$ cat src/source/mc_settings.svh
// width, count and depth settings for the memory-side frontend
// shared by the package, the RTL and the testbench

`ifndef MC_SETTINGS_SVH
`define MC_SETTINGS_SVH

// wormhole lanes, two vertical sides times the ruche factor
`define MC_NUM_WH_LANES        4
`define MC_WH_RUCHE_FACTOR     2
`define MC_LG_WH_RUCHE_FACTOR  1

// header flit layout
`define MC_WH_FLIT_WIDTH       32
`define MC_WH_CORD_WIDTH       8
`define MC_FLIT_ADDR_WIDTH     23

// remapped dma address and test memory geometry
`define MC_DMA_ADDR_WIDTH      28
`define MC_LG_MEM_SIZE         20
`define MC_LG_NUM_VCACHES      2

// boot sequencing
`define MC_TAG_PROG_CYCLES     16
`define MC_RESET_DEPTH         3
`define MC_CYCLE_CTR_WIDTH     64

`endif

$ cat src/source/mc_pkg.sv
// shared types for the memory-side frontend
// header flit, dma packet and core cycle counter

`default_nettype none

`include "mc_settings.svh"

package mc_pkg;

  // wormhole header flit, msb first
  typedef struct packed {
    logic [`MC_WH_CORD_WIDTH-1:0]   src_cord;
    logic                           write_not_read;
    logic [`MC_FLIT_ADDR_WIDTH-1:0] addr;
  } wh_flit_t;

  // request toward the test memory
  typedef struct packed {
    logic                          write_not_read;
    logic [`MC_DMA_ADDR_WIDTH-1:0] addr;
  } dma_pkt_t;

  // free running core cycle count
  typedef logic [`MC_CYCLE_CTR_WIDTH-1:0] cycle_ctr_t;

endpackage

`default_nettype wire

$ cat src/source/mc_pipe_reg.sv
// delay chain of DEPTH stages for any payload type
// plain flops, no reset and no enable

`timescale 1ns/1ns
`default_nettype none

module mc_pipe_reg #(
  parameter type data_t = logic,
  parameter int  DEPTH  = 1
) (
  input  logic  clk_i,
  input  data_t data_i,
  output data_t data_o
);

  data_t stage_r [DEPTH];

  if (DEPTH < 1) begin : g_bad_depth
    $error("mc_pipe_reg needs at least one stage");
  end

  always_ff @(posedge clk_i) begin
    stage_r[0] <= data_i;
    // shift toward the last stage
    for (int i = 1; i < DEPTH; i++) begin
      stage_r[i] <= stage_r[i-1];
    end
  end

  assign data_o = stage_r[DEPTH-1];

endmodule

`default_nettype wire

$ cat src/source/mc_boot_ctl.sv
// boot sequencing: tag programming counter, core reset chain
// and the core cycle counter

`timescale 1ns/1ns
`default_nettype none

`include "mc_settings.svh"

module mc_boot_ctl
  import mc_pkg::*;
(
  input  logic       clk_i,
  input  logic       reset_i,
  output logic       tag_done_o,
  output logic       core_reset_o,
  output cycle_ctr_t cycle_ctr_o
);

  localparam int TAG_CNT_W = $clog2(`MC_TAG_PROG_CYCLES + 1);

  logic [TAG_CNT_W-1:0] tag_cnt_r;
  logic                 chain_in;
  cycle_ctr_t           cycle_ctr_r;

  // tag programming, counts up once and parks at the limit
  always_ff @(posedge clk_i) begin
    if (reset_i) begin
      tag_cnt_r <= '0;
    end else if (!tag_done_o) begin
      tag_cnt_r <= tag_cnt_r + 1'b1;
    end
  end

  assign tag_done_o = (tag_cnt_r == TAG_CNT_W'(`MC_TAG_PROG_CYCLES));

  // core held in reset until programming is done
  assign chain_in = reset_i | ~tag_done_o;

  mc_pipe_reg #(
    .data_t (logic),
    .DEPTH  (`MC_RESET_DEPTH)
  ) reset_chain (
    .clk_i  (clk_i),
    .data_i (chain_in),
    .data_o (core_reset_o)
  );

  // zero in the first cycle out of core reset
  always_ff @(posedge clk_i) begin
    if (core_reset_o) begin
      cycle_ctr_r <= '0;
    end else begin
      cycle_ctr_r <= cycle_ctr_r + 1'b1;
    end
  end

  assign cycle_ctr_o = cycle_ctr_r;

  // done only drops through a host reset
  tag_done_sticky: assert property (
    @(posedge clk_i) $fell(tag_done_o) |-> $past(reset_i)
  ) else $error("tag_done_o fell without reset_i");

endmodule

`default_nettype wire

$ cat src/source/mc_wh_dma_remap.sv
// one wormhole lane toward the test memory
// undoes ruche inversion, unpacks the header flit, splices the
// vcache index into the dma address and registers the packet

`timescale 1ns/1ns
`default_nettype none

`include "mc_settings.svh"

module mc_wh_dma_remap
  import mc_pkg::*;
#(
  parameter bit LANE_ODD = 1'b0
) (
  input  logic                         clk_i,
  input  logic                         core_reset_i,
  input  logic [`MC_WH_FLIT_WIDTH-1:0] wh_flit_i,
  input  logic                         wh_v_i,
  output dma_pkt_t                     dma_pkt_o,
  output logic                         dma_pkt_v_o
);

  // address field split
  localparam int LOW_W = `MC_LG_MEM_SIZE - `MC_LG_NUM_VCACHES;
  localparam int PAD_W = `MC_DMA_ADDR_WIDTH - `MC_LG_MEM_SIZE;

  logic [`MC_WH_FLIT_WIDTH-1:0] flit_restored;
  wh_flit_t                     flit;
  dma_pkt_t                     pkt_remap;
  logic                         pkt_v_r;

  // odd ruche lanes travel inverted
  assign flit_restored = LANE_ODD ? ~wh_flit_i : wh_flit_i;
  assign flit          = wh_flit_t'(flit_restored);

  // {zeros, vcache index from source cord, low address bits}
  assign pkt_remap.write_not_read = flit.write_not_read;
  assign pkt_remap.addr = {
    {PAD_W{1'b0}},
    flit.src_cord[`MC_LG_WH_RUCHE_FACTOR +: `MC_LG_NUM_VCACHES],
    flit.addr[0 +: LOW_W]
  };

  mc_pipe_reg #(
    .data_t (dma_pkt_t),
    .DEPTH  (1)
  ) pkt_reg (
    .clk_i  (clk_i),
    .data_i (pkt_remap),
    .data_o (dma_pkt_o)
  );

  always_ff @(posedge clk_i) begin
    if (core_reset_i) begin
      pkt_v_r <= 1'b0;
    end else begin
      pkt_v_r <= wh_v_i;
    end
  end

  assign dma_pkt_v_o = pkt_v_r;

  // nothing leaves the lane right after core reset
  no_pkt_after_reset: assert property (
    @(posedge clk_i) $past(core_reset_i) |-> !dma_pkt_v_o
  ) else $error("dma_pkt_v_o high after core reset");

  // a valid packet carries a known payload
  pkt_known: assert property (
    @(posedge clk_i) dma_pkt_v_o |-> !$isunknown(dma_pkt_o)
  ) else $error("dma_pkt_o unknown while valid");

endmodule

`default_nettype wire

$ cat src/source/mc_mem_frontend.sv
// memory-side frontend top: boot control plus one dma remapper
// per wormhole lane

`timescale 1ns/1ns
`default_nettype none

`include "mc_settings.svh"

module mc_mem_frontend
  import mc_pkg::*;
(
  input  logic                                                 clk_i,
  input  logic                                                 reset_i,
  output logic                                                 tag_done_o,
  output logic                                                 core_reset_o,
  output cycle_ctr_t                                           cycle_ctr_o,
  input  logic [`MC_NUM_WH_LANES-1:0][`MC_WH_FLIT_WIDTH-1:0]   wh_flit_i,
  input  logic [`MC_NUM_WH_LANES-1:0]                          wh_v_i,
  output dma_pkt_t [`MC_NUM_WH_LANES-1:0]                      dma_pkt_o,
  output logic [`MC_NUM_WH_LANES-1:0]                          dma_pkt_v_o
);

  logic core_reset;

  mc_boot_ctl boot (
    .clk_i        (clk_i),
    .reset_i      (reset_i),
    .tag_done_o   (tag_done_o),
    .core_reset_o (core_reset),
    .cycle_ctr_o  (cycle_ctr_o)
  );

  assign core_reset_o = core_reset;

  // ruche index is lane modulo the ruche factor
  for (genvar l = 0; l < `MC_NUM_WH_LANES; l++) begin : g_lane
    mc_wh_dma_remap #(
      .LANE_ODD (((l % `MC_WH_RUCHE_FACTOR) % 2) == 1)
    ) remap (
      .clk_i        (clk_i),
      .core_reset_i (core_reset),
      .wh_flit_i    (wh_flit_i[l]),
      .wh_v_i       (wh_v_i[l]),
      .dma_pkt_o    (dma_pkt_o[l]),
      .dma_pkt_v_o  (dma_pkt_v_o[l])
    );
  end

endmodule

`default_nettype wire

$ cat config.mk
export PLATFORM = sky130hd
export DESIGN_NAME = mc_mem_frontend
export DESIGN_NICKNAME = d
export VERILOG_FILES = /design/src/source/mc_pkg.sv /design/src/source/mc_pipe_reg.sv /design/src/source/mc_boot_ctl.sv /design/src/source/mc_wh_dma_remap.sv /design/src/source/mc_mem_frontend.sv
export VERILOG_INCLUDE_DIRS = /design/src /design/src/source
export SDC_FILE = /design/constraint.sdc
export NUM_CORES = 1
export LEC_CHECK = 0
export BUFFER_PORTS_ARGS = -buffer_cell sky130_fd_sc_hd__buf_2
export CORE_AREA = 2 2 124 126
export CTS_CLUSTER_SIZE = 24
export DETAILED_ROUTE_END_ITERATION = 12
export DIE_AREA = 0 0 126 128
export PLACE_DENSITY = 0.7
export SYNTH_ARGS = -nofsm -noshare
export SYNTH_HDL_FRONTEND = slang
export SYNTH_SLANG_ARGS = --single-unit
$ cat constraint.sdc
create_clock -name clk_i -period 3.3 [get_ports clk_i]
set_input_delay 0.495 -clock clk_i [delete_from_list [all_inputs] [get_ports clk_i]]
set_output_delay 0.495 -clock clk_i [all_outputs]
set_load 0.05 [all_outputs]
==> run metrics <==
P_int 3130 uW; asr flop ratio synth 0; R2R Setup Slk 0.77 ns; Worst Skew 0.00942 ns; post-layout util 0.491; power share of the sequential group 0.474; PD cells 580 nW/um^2; setup TNS 0 ns; count leader, synth dfxtp_1; dpl cell area 6740 um^2; largest net degree at the start of global routing 40; crit share post-route 0.767; max-cap viol count 0; Combinational Power Share 0.094; setup violators final 0; Worst setup EP type flip-flop; initial antenna violation count 0; Final Instance Area 7290 um^2; CP Launch Type flip-flop; Die Ht 128 um; Max Transition Viols Final 0; Max Freq 395 MHz; DP Wirelength 9710 um; Vias/cell 4.58; Tmin final 2.53 ns; FF-to-FF Start boot.cycle_ctr_o[19]; crit path kind flip-flop to flip-flop; Worst Setup SP boot.cycle_ctr_o[19]; Starting Density 0.371; final-report hold violation count 0; GP Congestion 0.753; I/O pins 320; Clock Tree Buf Depth 2; Residual DRC 0; post-synthesis cell type count 38; switching share of power 0.261; syn_area_per_cell 9.84 um^2; Post-CTS Setup Bufs 0; area delta synth->final 32.4%; clock share of power 0.433; layout cells sized above 1 0.351; Crit Path Max Fanout 13; GRT Total Usage 0.155; Die X 126 um; Synth Register Bits 160; Root Buffer clkbuf_16; status finished, final reports clean; Clock Sinks 160; drt wl/cell 12.9 um; placeable core region 14900 um^2; Post-synth top flop dfxtp_1; row count 45; unrepaired setup endpoints after global routing no; area fraction of the dominant cell type after synthesis 0.581; Ys Warns 0; CTS resizes 0; top area cells in the synthesized netlist dfxtp_1 (58%), buf_4 (4.9%), inv_1 (3.7%), nor2_1 (3.5%), xor2_1 (3.2%); number of global-route vias before repair 4142; WL final 13000 um; synth cell count leaders dfxtp_1 (160), inv_1 (54), nor2_1 (51), buf_4 (36), a21oi_1 (29); H-tree Lvls 4; die footprint 16100 um^2; VDD IR-drop max 0.000378 V; Worst Hold Class primary input to flip-flop; remaining antenna violation count 0; total grt overflow 0; Synth area leader dfxtp_1; Post-Synthesis Cells 560; CP Data Arrival Time 2.88 ns; WP data required 3.65 ns; sequential area share after synthesis 0.581; Least-Margin Pin Slew 0.765 ns; Worst-Skew Late Latency 0.42 ns; hold buffers post-CTS 0; Post-synth EDFFs 0; via count 4605; Hold Path Origin wh_flit_i[16]; PortBufs 243; first-pass GRT wire length 19800 um; Antenna diodes 0; Layout Nets 942; Num CTS Buffers 17; Rel. slew slack 0.490; CTS tree built; sw power 1110 uW; DR pass1 iterations 4; Leak 0.00331 uW; drt first-iter violations 276; clock slew at reported path FFs 0.06 ns; synthesized area 5510 um^2
-- critical path: stages (launching register included) --
cell      delay, ns
dfxtp_1        0.45
and4_1         0.28
nor4bb_1       0.47
nand4_1        0.54
or4_1          0.58
a21oi_1        0.14
-- state kept, by name, summed over array words and instances (netlist names) --
name / cells
boot.cycle_ctr_o: 64
boot.reset_chain.stage_r: 3
boot.tag_cnt_r: 5
g_lane.remap.dma_pkt_v_o: 4
g_lane.remap.pkt_reg.stage_r: 84
-- power groups by stage --
stage,Combinational [uW],Clock (uW),Sequential (uW)
floorplan,125,0,2240
global placement,395,0,2050
detailed placement,399,0,2050
CTS,399,1880,2010
global route,415,1960,2010
finish,397,1830,2000
-- per-stage QoR --
step / setup WS, ns / instances / hold slack, ns / total power [uW]
floorplan: 0.735 / 591 / 0.310 / 2370
global placement: 0.877 / 974 / 0.311 / 2440
detailed placement: 0.829 / 974 / 0.315 / 2450
CTS: 0.809 / 1006 / 0.153 / 4290
global route: 0.603 / 1006 / 0.149 / 4380
finish: 0.771 / 1006 / 0.171 / 4230
-- per-layer routing --
| metal | global-route usage | up-vias | wire, um |
|---|---|---|---|
| met5 | 0 | - | 0 |
| met2 | 0.257 | 174 | 6500 |
| met1 | 0.175 | 2127 | 5080 |
| met4 | 0.0491 | 0 | 163 |
| li1 | - | 2286 | - |
| met3 | 0.0785 | 18 | 1230 |
-- final timing paths --
path,endpoint,cells after the start
worst min register to register,boot.reset_chain.stage_r[0][2],0
worst max-delay path,boot.cycle_ctr_o[55],5
worst max register to register,boot.cycle_ctr_o[55],5
worst min-delay path,g_lane[0].remap.pkt_reg.stage_r[0][16],1
-- kinds of logic after synthesis --
family	count (synthesis)	synth area share
simple gates	193	0.189
flops	160	0.581
buf+inv	106	0.104
compound gates	60	0.0595
xor+xnor	36	0.0572
fa+ha+maj	3	0.00681
other cells	1	0.000681
mux	1	0.00182
-- cell usage in the layout (no fill, tap or decap), types with 6 or more instances in the layout --
cell,Yosys,layout
nor2_1,51,51
clkbuf_16,0,17
a21oi_1,29,29
xnor2_1,16,16
nor2b_1,6,6
nand2_1,28,28
nor4_1,11,11
inv_1,54,54
nand4_1,22,22
o31ai_1,7,7
nand3_1,24,24
or3_1,21,21
buf_2,2,243
conb_1,1,32
o21ai_0,22,22
xor2_1,20,20
or4_1,8,8
dfxtp_1,160,159
-- area by class of cell --
| type | count | area [um^2] |
|---|---|---|
| Clock buffer | 19 | 443 |
| Inverter | 54 | 203 |
| Sequential cell | 160 | 3200 |
| Fill cell | 1478 | 7570 |
| Multi-Input combinational cell | 325 | 1850 |
| Clock inverter | 13 | 113 |
| Timing Repair Buffer | 247 | 1250 |
| Tap cell | 188 | 235 |
No activity file was read; power rests on OpenSTA's default activity.
